--- src/hdl/ibuf_pkg.sv ---
`default_nettype none

package ibuf_pkg;

    localparam int INST_W = 32;
    localparam int MAX_BANK = 8;
    localparam int CNT_W = $clog2(MAX_BANK) + 1; // Holds 0 to MAX_BANK.

    typedef logic [INST_W-1:0] inst_t;
    typedef logic [CNT_W-1:0] cnt_t;

    typedef enum logic {
        BUF_CLEAR,
        BUF_RUN
    } bank_state_e;

    function automatic cnt_t min_cnt(input cnt_t a, input cnt_t b);
        return (a < b) ? a : b;
    endfunction

    // Low-contiguous mask with n bits set.
    function automatic logic [MAX_BANK-1:0] low_mask(input cnt_t n);
        logic [MAX_BANK-1:0] m;
        for (int i = 0; i < MAX_BANK; i++) begin
            m[i] = cnt_t'(i) < n;
        end
        return m;
    endfunction

endpackage

`default_nettype wire
--- src/hdl/inst_buffer.sv ---
`default_nettype none

module inst_buffer #(
    parameter int BANK = 4,
    parameter int DEPTH = 4
) (
    input  logic                        clk,
    input  logic                        rst,
    input  logic                        fetch_valid,
    input  logic [BANK-1:0]             fetch_mask,
    input  ibuf_pkg::inst_t [BANK-1:0]  fetch_words,
    output logic                        fetch_stall,
    input  logic                        flush,
    input  ibuf_pkg::cnt_t              dec_want,
    output logic [BANK-1:0]             dec_valid,
    output ibuf_pkg::inst_t [BANK-1:0]  dec_words,
    output logic                        ready
);

    ibuf_pkg::cnt_t             pack_num;
    ibuf_pkg::inst_t [BANK-1:0] pack_words;
    ibuf_pkg::cnt_t             avail;
    ibuf_pkg::inst_t [BANK-1:0] head_words;
    ibuf_pkg::cnt_t             take_num;

    if (BANK > ibuf_pkg::MAX_BANK) begin : g_bank_check
        $error("inst_buffer: BANK is larger than MAX_BANK");
    end

    fetch_packer #(
        .BANK(BANK)
    ) u_packer (
        .fetch_mask(fetch_mask),
        .fetch_words(fetch_words),
        .pack_num(pack_num),
        .pack_words(pack_words)
    );

    bank_fifo #(
        .BANK(BANK),
        .DEPTH(DEPTH)
    ) u_fifo (
        .clk(clk),
        .rst(rst),
        .flush(flush),
        .fetch_valid(fetch_valid),
        .pack_num(pack_num),
        .pack_words(pack_words),
        .take_num(take_num),
        .fetch_stall(fetch_stall),
        .avail(avail),
        .head_words(head_words),
        .ready(ready)
    );

    issue_select #(
        .BANK(BANK)
    ) u_issue (
        .clk(clk),
        .rst(rst),
        .dec_want(dec_want),
        .avail(avail),
        .head_words(head_words),
        .take_num(take_num),
        .dec_valid(dec_valid),
        .dec_words(dec_words)
    );

endmodule

`default_nettype wire

--- src/hdl/issue_select.sv ---
`default_nettype none

module issue_select #(
    parameter int BANK = 4
) (
    input  logic                        clk,
    input  logic                        rst,
    input  ibuf_pkg::cnt_t              dec_want,
    input  ibuf_pkg::cnt_t              avail,
    input  ibuf_pkg::inst_t [BANK-1:0]  head_words,
    output ibuf_pkg::cnt_t              take_num,
    output logic [BANK-1:0]             dec_valid,
    output ibuf_pkg::inst_t [BANK-1:0]  dec_words
);

    logic [ibuf_pkg::MAX_BANK-1:0] take_mask;

    assign take_num = ibuf_pkg::min_cnt(dec_want, avail);
    assign take_mask = ibuf_pkg::low_mask(take_num);

    always_ff @(posedge clk or posedge rst) begin
        if (rst) begin
            dec_valid <= '0;
        end else begin
            dec_valid <= take_mask[BANK-1:0];
        end
    end

    // Words beyond the take count are carried but never marked valid.
    always_ff @(posedge clk) begin
        dec_words <= head_words;
    end

endmodule

`default_nettype wire

--- src/hdl/bank_fifo.sv ---
`default_nettype none

module bank_fifo #(
    parameter int BANK = 4,
    parameter int DEPTH = 4
) (
    input  logic                        clk,
    input  logic                        rst,
    input  logic                        flush,
    input  logic                        fetch_valid,
    input  ibuf_pkg::cnt_t              pack_num,
    input  ibuf_pkg::inst_t [BANK-1:0]  pack_words,
    input  ibuf_pkg::cnt_t              take_num,
    output logic                        fetch_stall,
    output ibuf_pkg::cnt_t              avail,
    output ibuf_pkg::inst_t [BANK-1:0]  head_words,
    output logic                        ready
);

    localparam int BW = $clog2(BANK);
    localparam int AW = $clog2(DEPTH);
    localparam int CAP = BANK * DEPTH;
    localparam int OW = $clog2(CAP + 1);

    ibuf_pkg::bank_state_e state;
    logic [AW-1:0]   sweep_row;
    logic [BW-1:0]   head;
    logic [BW-1:0]   tail;
    logic [OW-1:0]   occ;
    logic [OW-1:0]   free_cnt;
    logic            take;
    logic [AW-1:0]   waddr_q [BANK];
    logic [AW-1:0]   raddr_q [BANK];
    logic [BANK-1:0] we;
    logic [BANK-1:0] ren;
    ibuf_pkg::inst_t rdata [BANK];

    assign ready = state == ibuf_pkg::BUF_RUN;
    assign free_cnt = OW'(CAP) - occ;
    assign take = fetch_valid & ready & ~flush & (free_cnt >= OW'(pack_num));
    assign fetch_stall = fetch_valid & ~take;

    always_comb begin
        if (!ready || flush) begin
            avail = '0;
        end else if (occ >= OW'(BANK)) begin
            avail = ibuf_pkg::cnt_t'(BANK);
        end else begin
            avail = ibuf_pkg::cnt_t'(occ);
        end
    end

    for (genvar b = 0; b < BANK; b++) begin : g_bank
        logic [BW-1:0]   wofs;
        logic [BW-1:0]   rofs;
        logic [AW-1:0]   waddr;
        ibuf_pkg::inst_t wdata;

        assign wofs = BW'(b) - tail; // Slot of the packet this bank takes.
        assign rofs = BW'(b) - head;
        assign we[b] = ~ready | (take & (ibuf_pkg::cnt_t'(wofs) < pack_num));
        assign ren[b] = ibuf_pkg::cnt_t'(rofs) < take_num;
        assign waddr = ready ? waddr_q[b] : sweep_row;
        assign wdata = ready ? pack_words[wofs] : '0;

        sdp_bank #(
            .DEPTH(DEPTH),
            .READ_LATENCY(0)
        ) u_bank (
            .clk(clk),
            .waddr(waddr),
            .we(we[b]),
            .wdata(wdata),
            .en(ren[b]),
            .raddr(raddr_q[b]),
            .rdata(rdata[b])
        );

        assign head_words[b] = rdata[head + BW'(b)]; // Oldest word first.
    end

    always_ff @(posedge clk or posedge rst) begin
        if (rst) begin
            state <= ibuf_pkg::BUF_CLEAR;
            sweep_row <= '0;
        end else if (state == ibuf_pkg::BUF_CLEAR) begin
            sweep_row <= sweep_row + 1'b1;
            if (sweep_row == AW'(DEPTH - 1)) begin
                state <= ibuf_pkg::BUF_RUN;
            end
        end
    end

    always_ff @(posedge clk or posedge rst) begin
        if (rst) begin
            head <= '0;
            tail <= '0;
            occ <= '0;
            for (int b = 0; b < BANK; b++) begin
                waddr_q[b] <= '0;
                raddr_q[b] <= '0;
            end
        end else if (flush) begin
            head <= '0; // Contents are dropped, rows stay as they are.
            tail <= '0;
            occ <= '0;
            for (int b = 0; b < BANK; b++) begin
                waddr_q[b] <= '0;
                raddr_q[b] <= '0;
            end
        end else begin
            if (take) begin
                tail <= tail + BW'(pack_num); // Wraps over the banks.
            end
            head <= head + BW'(take_num);
            occ <= occ + (take ? OW'(pack_num) : '0) - OW'(take_num);
            for (int b = 0; b < BANK; b++) begin
                if (we[b] && ready) begin
                    waddr_q[b] <= waddr_q[b] + 1'b1;
                end
                if (ren[b]) begin
                    raddr_q[b] <= raddr_q[b] + 1'b1;
                end
            end
        end
    end

endmodule

`default_nettype wire

--- src/hdl/fetch_packer.sv ---
`default_nettype none

module fetch_packer #(
    parameter int BANK = 4
) (
    input  logic [BANK-1:0]             fetch_mask,
    input  ibuf_pkg::inst_t [BANK-1:0]  fetch_words,
    output ibuf_pkg::cnt_t              pack_num,
    output ibuf_pkg::inst_t [BANK-1:0]  pack_words
);

    ibuf_pkg::cnt_t pos [BANK+1]; // Valid words below each slot.

    always_comb begin
        pos[0] = '0;
        for (int i = 0; i < BANK; i++) begin
            pos[i+1] = pos[i] + ibuf_pkg::cnt_t'(fetch_mask[i]);
        end
    end

    assign pack_num = pos[BANK];

    // A word at slot i can only move down, so slot j looks at i >= j.
    always_comb begin
        pack_words = '0;
        for (int j = 0; j < BANK; j++) begin
            for (int i = j; i < BANK; i++) begin
                if (fetch_mask[i] && pos[i] == ibuf_pkg::cnt_t'(j)) begin
                    pack_words[j] = fetch_words[i];
                end
            end
        end
    end

endmodule

`default_nettype wire

--- src/hdl/sdp_bank.sv ---
`default_nettype none

module sdp_bank #(
    parameter int DEPTH = 4,
    parameter int READ_LATENCY = 0
) (
    input  logic                     clk,
    input  logic [$clog2(DEPTH)-1:0] waddr,
    input  logic                     we,
    input  ibuf_pkg::inst_t          wdata,
    input  logic                     en,
    input  logic [$clog2(DEPTH)-1:0] raddr,
    output ibuf_pkg::inst_t          rdata
);

    ibuf_pkg::inst_t mem [DEPTH];

    always_ff @(posedge clk) begin
        if (we) begin
            mem[waddr] <= wdata;
        end
    end

    if (READ_LATENCY == 0) begin : g_comb_read
        assign rdata = mem[raddr]; // Read during write sees the old row.
    end else begin : g_reg_read
        always_ff @(posedge clk) begin
            if (en) begin
                rdata <= mem[raddr];
            end
        end
    end

endmodule

`default_nettype wire

--- config.mk ---
export PLATFORM = sky130hd
export DESIGN_NAME = inst_buffer
export DESIGN_NICKNAME = d
export VERILOG_FILES = /design/src/hdl/ibuf_pkg.sv /design/src/hdl/inst_buffer.sv /design/src/hdl/issue_select.sv /design/src/hdl/bank_fifo.sv /design/src/hdl/fetch_packer.sv /design/src/hdl/sdp_bank.sv
export SDC_FILE = /design/constraint.sdc
export NUM_CORES = 1
export LEC_CHECK = 0
export BUFFER_PORTS_ARGS = -buffer_cell sky130_fd_sc_hd__buf_4
export CAP_MARGIN = 20
export CORE_ASPECT_RATIO = 1.2
export CORE_UTILIZATION = 65
export DETAILED_ROUTE_END_ITERATION = 6
export GPL_TIMING_DRIVEN = 0
export PLACE_DENSITY_LB_ADDON = 0.1
export SYNTH_ARGS = -nofsm -noshare
export SYNTH_HDL_FRONTEND = slang
export SYNTH_HIERARCHICAL = 1
export SYNTH_SLANG_ARGS = --single-unit
--- constraint.sdc ---
create_clock -name clk -period 14.66 [get_ports clk]
set_input_delay 2.932 -clock clk [delete_from_list [all_inputs] [get_ports clk]]
set_output_delay 2.932 -clock clk [all_outputs]
set_load 0.01 [all_outputs]
; ---- Yosys cells after proc, flatten, opt, wreduce, memory -nomap -nowiden
; Memory sizes are Yosys's and may differ from the RTL's.
; Index checks and enable logic that the tools add are counted.
; W data, S select, Z words.
[word_totals]
out_inout_bits = 134
ramBits = 512
ff_bits = 160
mem_count = 4
inputBits = 140
[memory_table]
columns = name, depth, width, rd, rd_ports_with_merged_regs, wr, line
row1 = u_fifo.g_bank[0].u_bank.mem, 4, 32, 1, 0, 1, sdp_bank.sv:16  ; ibuf_pkg::inst_t mem [DEPTH];
row2 = u_fifo.g_bank[1].u_bank.mem, 4, 32, 1, 0, 1, sdp_bank.sv:16
row3 = u_fifo.g_bank[2].u_bank.mem, 4, 32, 1, 0, 1, sdp_bank.sv:16
row4 = u_fifo.g_bank[3].u_bank.mem, 4, 32, 1, 0, 1, sdp_bank.sv:16
[op_classes]
addsub = 28
n_bitwise = 19
n_eq_ne = 6
magnitude_cmp = 23
reduce_logical = 27
muxes = 66
[ops]
columns = op, n
row1 = $mux W32, 26
row2 = $bmux W32 S2, 8
row3 = $lt A2 B4 Y1, 8
row4 = $mux W2, 15
row5 = $add A2 B1 Y2 const B, 10
row6 = $reduce_bool A2 Y1, 9
row7 = $mux W4, 4
row8 = $mux W8, 2
row9 = $logic_and A1 B1 Y1, 13
row10 = $eq A4 B2 Y1 const B, 3
row11 = $ge A3 B3 Y1 const B, 4
row12 = $logic_not A4 Y1, 3
row13 = $lt A2 B3 Y1 const B, 4
row14 = $not A2 Y3, 4
row15 = $mux W1, 10
row16 = $add A4 B1 Y4, 2
row17 = $and A1 B1 Y1, 8
row18 = $eq A4 B1 Y1 const B, 2
row19 = $lt A1 B4 Y1 const A, 2
row20 = $lt A2 B4 Y1 const A, 2
row21 = $sub A1 B2 Y2 const A, 4
row22 = $sub A2 B2 Y2 const A, 4
row23 = $add A5 B5 Y5, 1
row24 = $ge A5 B3 Y1 const B, 1
row25 = other kinds (13), 20

; ---- Depth between registers and ports, before layout
; Gate-level depths: netlist (run 1).
[logic_depth]
depth_word = 10
ltp_mapped = 26
ltp_nobuf = 23

; ---- By module
; The synthesis (run 1) kept the hierarchy.
[by_module_without_submodules]
columns = mod, instances, cells_per_inst, area_per_inst_um2
row1 = sdp_bank, 4, 171, 4689.5
row2 = bank_fifo, 1, 689, 8968.6
row3 = issue_select, 1, 160, 2877.8
row4 = fetch_packer, 1, 467, 2701.3

; ---- Least setup slack after synthesis (run 1)
; No wires, ideal clock.
[synth_path]
path_type = input-to-output
startpoint = input fetch_mask[2]
endpoint = output fetch_stall
path_buffers = 3
slack_ps = 5973
cell_stages = 14
arrival_ps = 5755
path_cell_list = buf_2 -> clkbuf_1 -> inv_1 -> fa_1 -> inv_1 -> ha_1 -> xnor2_1 -> inv_1 -> ha_1 -> a2111oi_2 -> o22a_4 -> or2_1 -> buf_6 -> and2_1
[synth_between]
elab_chain_cells = 6
[synth_lines]
columns = element, line
row1 = "start, declared", inst_buffer.sv:10  ; input logic [BANK-1:0] fetch_mask,
row2 = $add A4 B1 Y4 (2 in series), fetch_packer.sv:17  ; pos[i+1] = pos[i] + ibuf_pkg::cnt_t'(fetch_mask[i]);
row3 = named net pack_num[1], inst_buffer.sv:20  ; ibuf_pkg::cnt_t pack_num;
row4 = $ge A5 B4 Y1, bank_fifo.sv:40  ; assign take = fetch_valid & ready & ~flush & (free_cnt >= OW'(pack_num));
row5 = $and A1 B1 Y1, bank_fifo.sv:40
row6 = $not A1 Y1, bank_fifo.sv:41  ; assign fetch_stall = fetch_valid & ~take;
row7 = $and A1 B1 Y1, bank_fifo.sv:41
row8 = "end, declared", inst_buffer.sv:12  ; output logic fetch_stall,
; The timed path passes the listed nets, and every way through them passes these cells.

; ---- Worst setup path after layout (run 1)
; Ends and elaborated chain as after synthesis.

==> results of run 1 <==
-- kinds of logic (layout without fill, tap and decap cells) --
logic type,count (synthesis),count (layout),synth area share (%)
fa+ha+maj,37,37,1.59
flops,672,672,56.3
compound gates,236,236,4.54
other cells,1,2,0.0113
simple gates,442,442,7.15
mux,389,389,26.2
buf+inv,207,624,3.78
xor+xnor,16,16,0.421
-- flip-flops by register name, indices dropped and copies added, names as in the netlist --
name and cells:
u_fifo/g_bank.u_bank/mem 512, u_issue/dec_words 128, u_issue/dec_valid 4, u_fifo/tail 2, u_fifo/ready 1, u_fifo/sweep_row 2
u_fifo/occ 5, u_fifo/raddr_q 8, u_fifo/waddr_q 8, u_fifo/head 2
-- final cells by class --
class                           instances  area, um2  area share (%)
Sequential cell                       672      18700            48.2
Multi-Input combinational cell       1121      13300            34.3
Timing Repair Buffer                  297       2440            6.29
Clock buffer                           82       1800            4.63
Buffer                                168       1110            2.86
Tap cell                              644        806            2.07
Clock inverter                         38        495            1.27
Inverter                               39        146           0.376
Antenna cell                            1       2.50         0.00643
-- cells in the final DEF, fill, tap and decap left out, types with 8 or more instances in the layout --
cell / instances
a21oi_1: 12
a221oi_1: 32
a31oi_1: 32
and2_1: 162
and3_1: 34
and3b_2: 8
buf_12: 24
buf_2: 84
buf_4: 281
buf_6: 30
bufinv_16: 10
clkbuf_1: 53
clkbuf_16: 69
clkinv_1: 10
dfrtp_1: 32
dfxtp_1: 128
edfxtp_1: 512
fa_1: 9
ha_1: 28
inv_1: 39
mux4_1: 8
mux4_2: 376
nand2_1: 161
nor2_1: 20
nor2b_1: 9
o21ai_0: 51
o21ai_1: 67
o21ai_2: 29
or3_1: 8
xnor2_1: 9
-- power by group through the flow --
stage	Combinational, mW	Clock (mW)	Sequential, mW
2_1_floorplan	1.86	0	2.74
3_3_place_gp	2.92	0	2.68
3_5_place_dp	3.05	0	2.68
4_1_cts	3.12	1.80	2.66
5_1_grt	3.28	1.87	2.67
6_report	3.16	1.79	2.66
-- final timing paths --
check,depth (start not counted),end
worst max-delay path,16,fetch_stall
worst min-delay path,1,u_fifo/sweep_row[0]
worst max register to register,14,u_fifo/g_bank[2].u_bank/mem[0][11]
worst min register to register,1,u_fifo/sweep_row[0]
max in group asynchronous,3,u_fifo/waddr_q[2]
min in group asynchronous,2,u_issue/dec_valid[2]
-- routing by layer --
layer / share of wire [%] / track usage [%] / up-vias
met5: 0.044 / 0 / -
met4: 7.4 / 26.3 / 6
met3: 13 / 9.63 / 401
met2: 48 / 66.6 / 1951
met1: 32 / 51.9 / 11134
li1: - / - / 8771
-- per-stage QoR --
stage / hold slack, ps / std cells / setup WS [ps]
final: 518 / 3062 / 5090
after global routing: 532 / 3061 / 4960
after CTS: 515 / 3061 / 5160
after detailed placement: 498 / 2941 / 5160
after global placement: 495 / 2915 / 2320
after floorplan: 474 / 2000 / 5970
==> impl_metrics.csv, run 1 <==
group,metric,value,unit
synthesis,synth_cell_types,60,
clock_network,hold_buffers,0,
synthesis,synth_commonest_cells,"edfxtp_1, mux4_2, and2_1, nand2_1, dfxtp_1",
synthesis,synth.avg_cell_area,16.7,um2
synthesis,yosysMostFrequentCell,"edfxtp_1",
sta,finalSetupViolations,0,
floorplanning,initial_core_util,66.0,%
job,maxCapViolCount,0,
synthesis,syn_nets,2177,
placed_design,gp_congestion,1.01,
sta,finalCriticalPeriod,9570,ps
clock_network,cts_sinks,672,
pwr,p_int,5.04,mW
pwr,sw_frac_of_total,33.7,%
worst_setup_path,critPathCaptureType,"output port",
synthesis,netlist_top_cells_area,"edfxtp_1, mux4_2, dfxtp_1",
sta,fin_crit_sh,65.3,%
route,final_antenna_net_count,0,
clock_network,clk_latency,610,ps
sta,tns,0,ps
clock_network,path_clk_slew,60,ps
final_layout,drive_gt1_share,39.5,%
synthesis,yosys.area.top_type_share,46.2,%
route,viasPerCell,7.27,
clock_network,ctsResizeCount,0,
sta,fmax,0.105,GHz
final_layout,syn2layout_area_growth,16.8,%
floorplanning,die_h,250,um
worst_setup_path,rrSetupSlack,9960,ps
worst_setup_path,reg2reg_from,"u_fifo/tail[0]",
route,drcViolationCount,0,
pwr,p_switching,2.56,mW
worst_setup_path,crit_chain,"buf_4 -> buf_2 -> clkbuf_1 -> inv_1 -> fa_1 -> inv_1 -> ha_1 -> xnor2_1 -> inv_1 -> ha_1 -> a2111oi_2 -> o22a_4 -> or2_1 -> buf_6 -> and2_1 -> buf_4",
sta,rsz0062_at_grt,"no",
placed_design,hpwl,74.7,mm
floorplanning,die_w,209,um
grt,grt_usage,41.6,%
clock_network,htree_levels,3,
route,wl,106,mm
synthesis,synthFlopType,"edfxtp_1",
synthesis,netlist_instances,2000,
final_layout,fin_area,0.0389,mm2
floorplanning,core_area,0.0504,mm2
worst_setup_path,cp_common_cell,"inv_1",
synthesis,ys_ff_latch,672,
worst_setup_path,critPathTopFamily,"buffers and inverters",
route,dr.pass1.iters,5,
route,drtIter0Drc,2903,
worst_setup_path,worstPathMaxFanout,10,
route,vias,22263,
clock_network,cts_tree,"built",
worst_hold_path,hp-class,"reg2reg",
worst_setup_path,startpoint,"fetch_mask[2]",
route,wl_per_cell,34.5,um
clock_network,clock_path_buffers,3,
pwr,vdd_drop_max,0.000121,V
sta,max_slew_margin,28.5,%
floorplanning,dieArea,0.0522,mm2
grt,grt_pass1_wl,153,mm
pwr,power_density,196,mW/mm2
worst_setup_path,cpPeakStageDelay,640,ps
worst_setup_path,cp_slowest_cell,"fa_1",
pwr,seqPwrFrac,34.9,%
worst_setup_path,critPathBufInv,8,
sta,worstMarginPinSlew,1070,ps
placed_design,dpl-instance-area,0.0366,mm2
synthesis,yosysSeqAreaShare,56.3,%
grt,grt_max_degree,25,
pwr,combPwrFrac,41.6,%
pwr,p_clk_share,23.5,%
synthesis,async_flop_share,4.76,%
floorplanning,boundaryPins,274,
synthesis,synth-edff-count,512,
pwr,leakagePower,13.8,nW
placed_design,port_buffers,271,
synthesis,yosys.area.top_type,"edfxtp_1",
sta,hold_violations,0,
pwr,p_total,7.61,mW
sta,report.final.slew_viol_count,0,
synthesis,ys.warnings.count,6,
sta,fin_skew,34.9,ps
run_status,status,"complete, no violations",
final_layout,n_fill_cell,2830,
worst_hold_path,min-delay-start,"u_fifo/sweep_row[0]",
synthesis,syn_area,0.0333,mm2
clock_network,cts_root_buffer,"clkbuf_16",
clock_network,numCtsBuffers,66,
worst_setup_path,worstSetupStartpointType,"input pin",
worst_setup_path,critPathArrivalTime,6630,ps
grt,grt_pass1_vias,22678,
grt,antenna_found_initial,6,
worst_setup_path,worstSetupPathType,"in2out",
final_layout,final_util,77.1,%
grt,grt-ovfl-total,0,
worst_setup_path,cp_data_required_time,11730,ps
floorplanning,fp-row-count,90,
clock_network,postCtsSetupRepairBufs,0,
final_layout,nets,2542,
(Power assumes the default switching activity.)
==> run 2, diff against run 1 <==
- CORE_UTILIZATION: 65 -> 60
- clock period: 14.66 -> 9.9 ns (I/O delays scaled with it)
==> run 2 against run 1 <==
Effect of this change: the flow now finishes with violations (DRC); first-iteration DRC count increased by 5.9%; via count about the same; sequential power increased by 46%; count of clock-buffer cells in the layout increased by 11; flip-flop and latch count unchanged; global-route usage decreased by 3.8 points; non-clock buffer count increased by 4; critical endpoint unchanged.
==> impl_metrics.csv, run 2 (synthesis results as in run 1) <==
group,metric,value,unit
job,maxCapViolCount,0,
worst_setup_path,rrSetupSlack,5290,ps
final_layout,fin_area,0.0390,mm2
grt,grt_usage,37.9,%
route,met3WireLength,12.7,mm
sta,fin_skew,30.3,ps
worst_hold_path,hp-class,"reg2reg",
worst_setup_path,critPathBufInv,8,
grt,grt-ovfl-total,0,
final_layout,final_cell_mix,"edfxtp_1, mux4_2, buf_4",
final_layout,drive_gt1_share,39.6,%
floorplanning,die_h,260,um
final_layout,nets,2547,
clock_network,cts_tree,"built",
worst_setup_path,crit_chain,"buf_4 -> buf_2 -> clkbuf_1 -> inv_1 -> fa_1 -> inv_1 -> ha_1 -> xnor2_1 -> inv_1 -> ha_1 -> a2111oi_2 -> o22a_4 -> or2_1 -> buf_6 -> and2_1 -> buf_4",
floorplanning,core_area,0.0548,mm2
worst_setup_path,cp_slowest_cell,"fa_1",
worst_hold_path,min-delay-start,"u_fifo/sweep_row[0]",
floorplanning,initial_core_util,60.8,%
route,met2_length,49.8,mm
route,drtIter0Drc,3073,
clock_network,clk_latency,620,ps
final_layout,regMostFlops,"u_fifo/g_bank.u_bank/mem",
placed_design,gp_congestion,0.992,
final_layout,final_util,71.2,%
sta,worstMarginPinSlew,889,ps
pwr,p_total,11.1,mW
worst_setup_path,rr_worst_depth,13,
sta,tns,0,ps
worst_hold_path,hold_depth,1,
clock_network,ctsResizeCount,0,
worst_setup_path,cpPeakStageDelay,650,ps
worst_setup_path,reg2reg_from,"u_fifo/tail[0]",
route,wl,105,mm
clock_network,cts_root_buffer,"clkbuf_16",
clock_network,path_clk_slew,60,ps
clock_network,hold_buffers,0,
sta,max_slew_margin,40.7,%
sta,fin_crit_sh,79.4,%
final_layout,final_common_cell,"edfxtp_1",
floorplanning,boundaryPins,274,
sta,fmax,0.127,GHz
worst_setup_path,critPathCaptureType,"output port",
clock_network,postCtsSetupRepairBufs,0,
placed_design,port_buffers,271,
final_layout,syn2layout_area_growth,17.2,%
route,wl_per_cell,33.5,um
grt,antenna_found_initial,3,
route,dr.pass1.iters,7,
worst_setup_path,cp_data_required_time,7920,ps
floorplanning,fp-row-count,94,
route,m1WireLength,35.8,mm
sta,rsz0062_at_grt,"no",
final_layout,largest_reg_flops,512,
sta,report.final.slew_viol_count,0,
run_status,status,"finished, violations left",
placed_design,dpl-instance-area,0.0367,mm2
clock_network,clock_path_buffers,3,
route,viasPerCell,7.07,
pwr,leakagePower,13.8,nW
pwr,vdd_drop_max,0.000191,V
pwr,power_density,285,mW/mm2
grt,grt_pass1_vias,22276,
worst_setup_path,cp_common_cell,"inv_1",
placed_design,dp.cells,3021,
sta,finalCriticalPeriod,7860,ps
clock_network,cts_sinks,672,
worst_setup_path,worstSetupStartpointType,"input pin",
grt,grt_max_degree,25,
worst_setup_path,critPathArrivalTime,5880,ps
sta,finalSetupViolations,0,
route,top_layer,"met5",
worst_hold_path,min_to,"u_fifo/sweep_row[0]",
placed_design,hpwl,73.5,mm
route,drcViolationCount,8,
grt,grt_pass1_wl,149,mm
run_status,violations,"DRC",
final_layout,top_regs,"u_fifo/g_bank.u_bank/mem: 512 flops, u_issue/dec_words: 128 flops",
worst_setup_path,worstReg2RegEnd,"u_fifo/g_bank[0].u_bank/mem[0][5]",
floorplanning,dieArea,0.0565,mm2
route,vias,22253,
worst_setup_path,critPathTopFamily,"buffers and inverters",
clock_network,htree_levels,3,
sta,hold_violations,0,
worst_setup_path,worstSetupPathType,"in2out",
floorplanning,die_w,217,um
clock_network,numCtsBuffers,67,
worst_setup_path,worstPathMaxFanout,10,
final_layout,stdcell_count,3148,
route,final_antenna_net_count,0,
## run 2: routing by layer
metal  global-route usage (%)  vias to the layer above
li1                         -                     8791
met1                     48.1                    11310
met2                     59.3                     1773
met3                     9.64                      375
met4                     22.5                        4
met5                     1.11                        -
## run 2: power by group
part	internal (mW)	switching, mW	leakage, nW
clock network	1.54	1.09	1.12
registers	3.73	0.166	6.20
logic	2.18	2.44	6.48
## run 2: stage by stage
| step | hold slack, ps | setup slack, ps |
|---|---|---|
| 2_1_floorplan | 474 | 2220 |
| 4_1_cts | 534 | 2060 |
| 5_1_grt | 552 | 1940 |
| 3_5_place_dp | 521 | 2080 |
| 3_3_place_gp | 502 | -2200 |
| 6_report | 539 | 2040 |
## run 2: worst max path at each step
stage                     slack [ps]                                end  cells past startpoint          start
after global placement         -2200  u_fifo/g_bank[1].u_bank/mem[0][8]                     16  fetch_mask[2]
after detailed placement        2080                        fetch_stall                     16  fetch_mask[2]
after floorplan                 2220  u_fifo/g_bank[0].u_bank/mem[0][0]                     17  fetch_mask[2]
final                           2040                        fetch_stall                     16  fetch_mask[2]
after CTS                       2060                        fetch_stall                     16  fetch_mask[2]
after global routing            1940                        fetch_stall                     16  fetch_mask[2]
## run 2: cell type report
class	count	area, um2
diodes	3	7.51
plain buffers	168	1110
clock buffers	93	1970
clock inverters	31	328
fillers	3562	15800
inverters	39	146
multi-input cells	1121	13300
flip-flops and latches	672	18700
well taps	720	901
repair buffers	301	2480
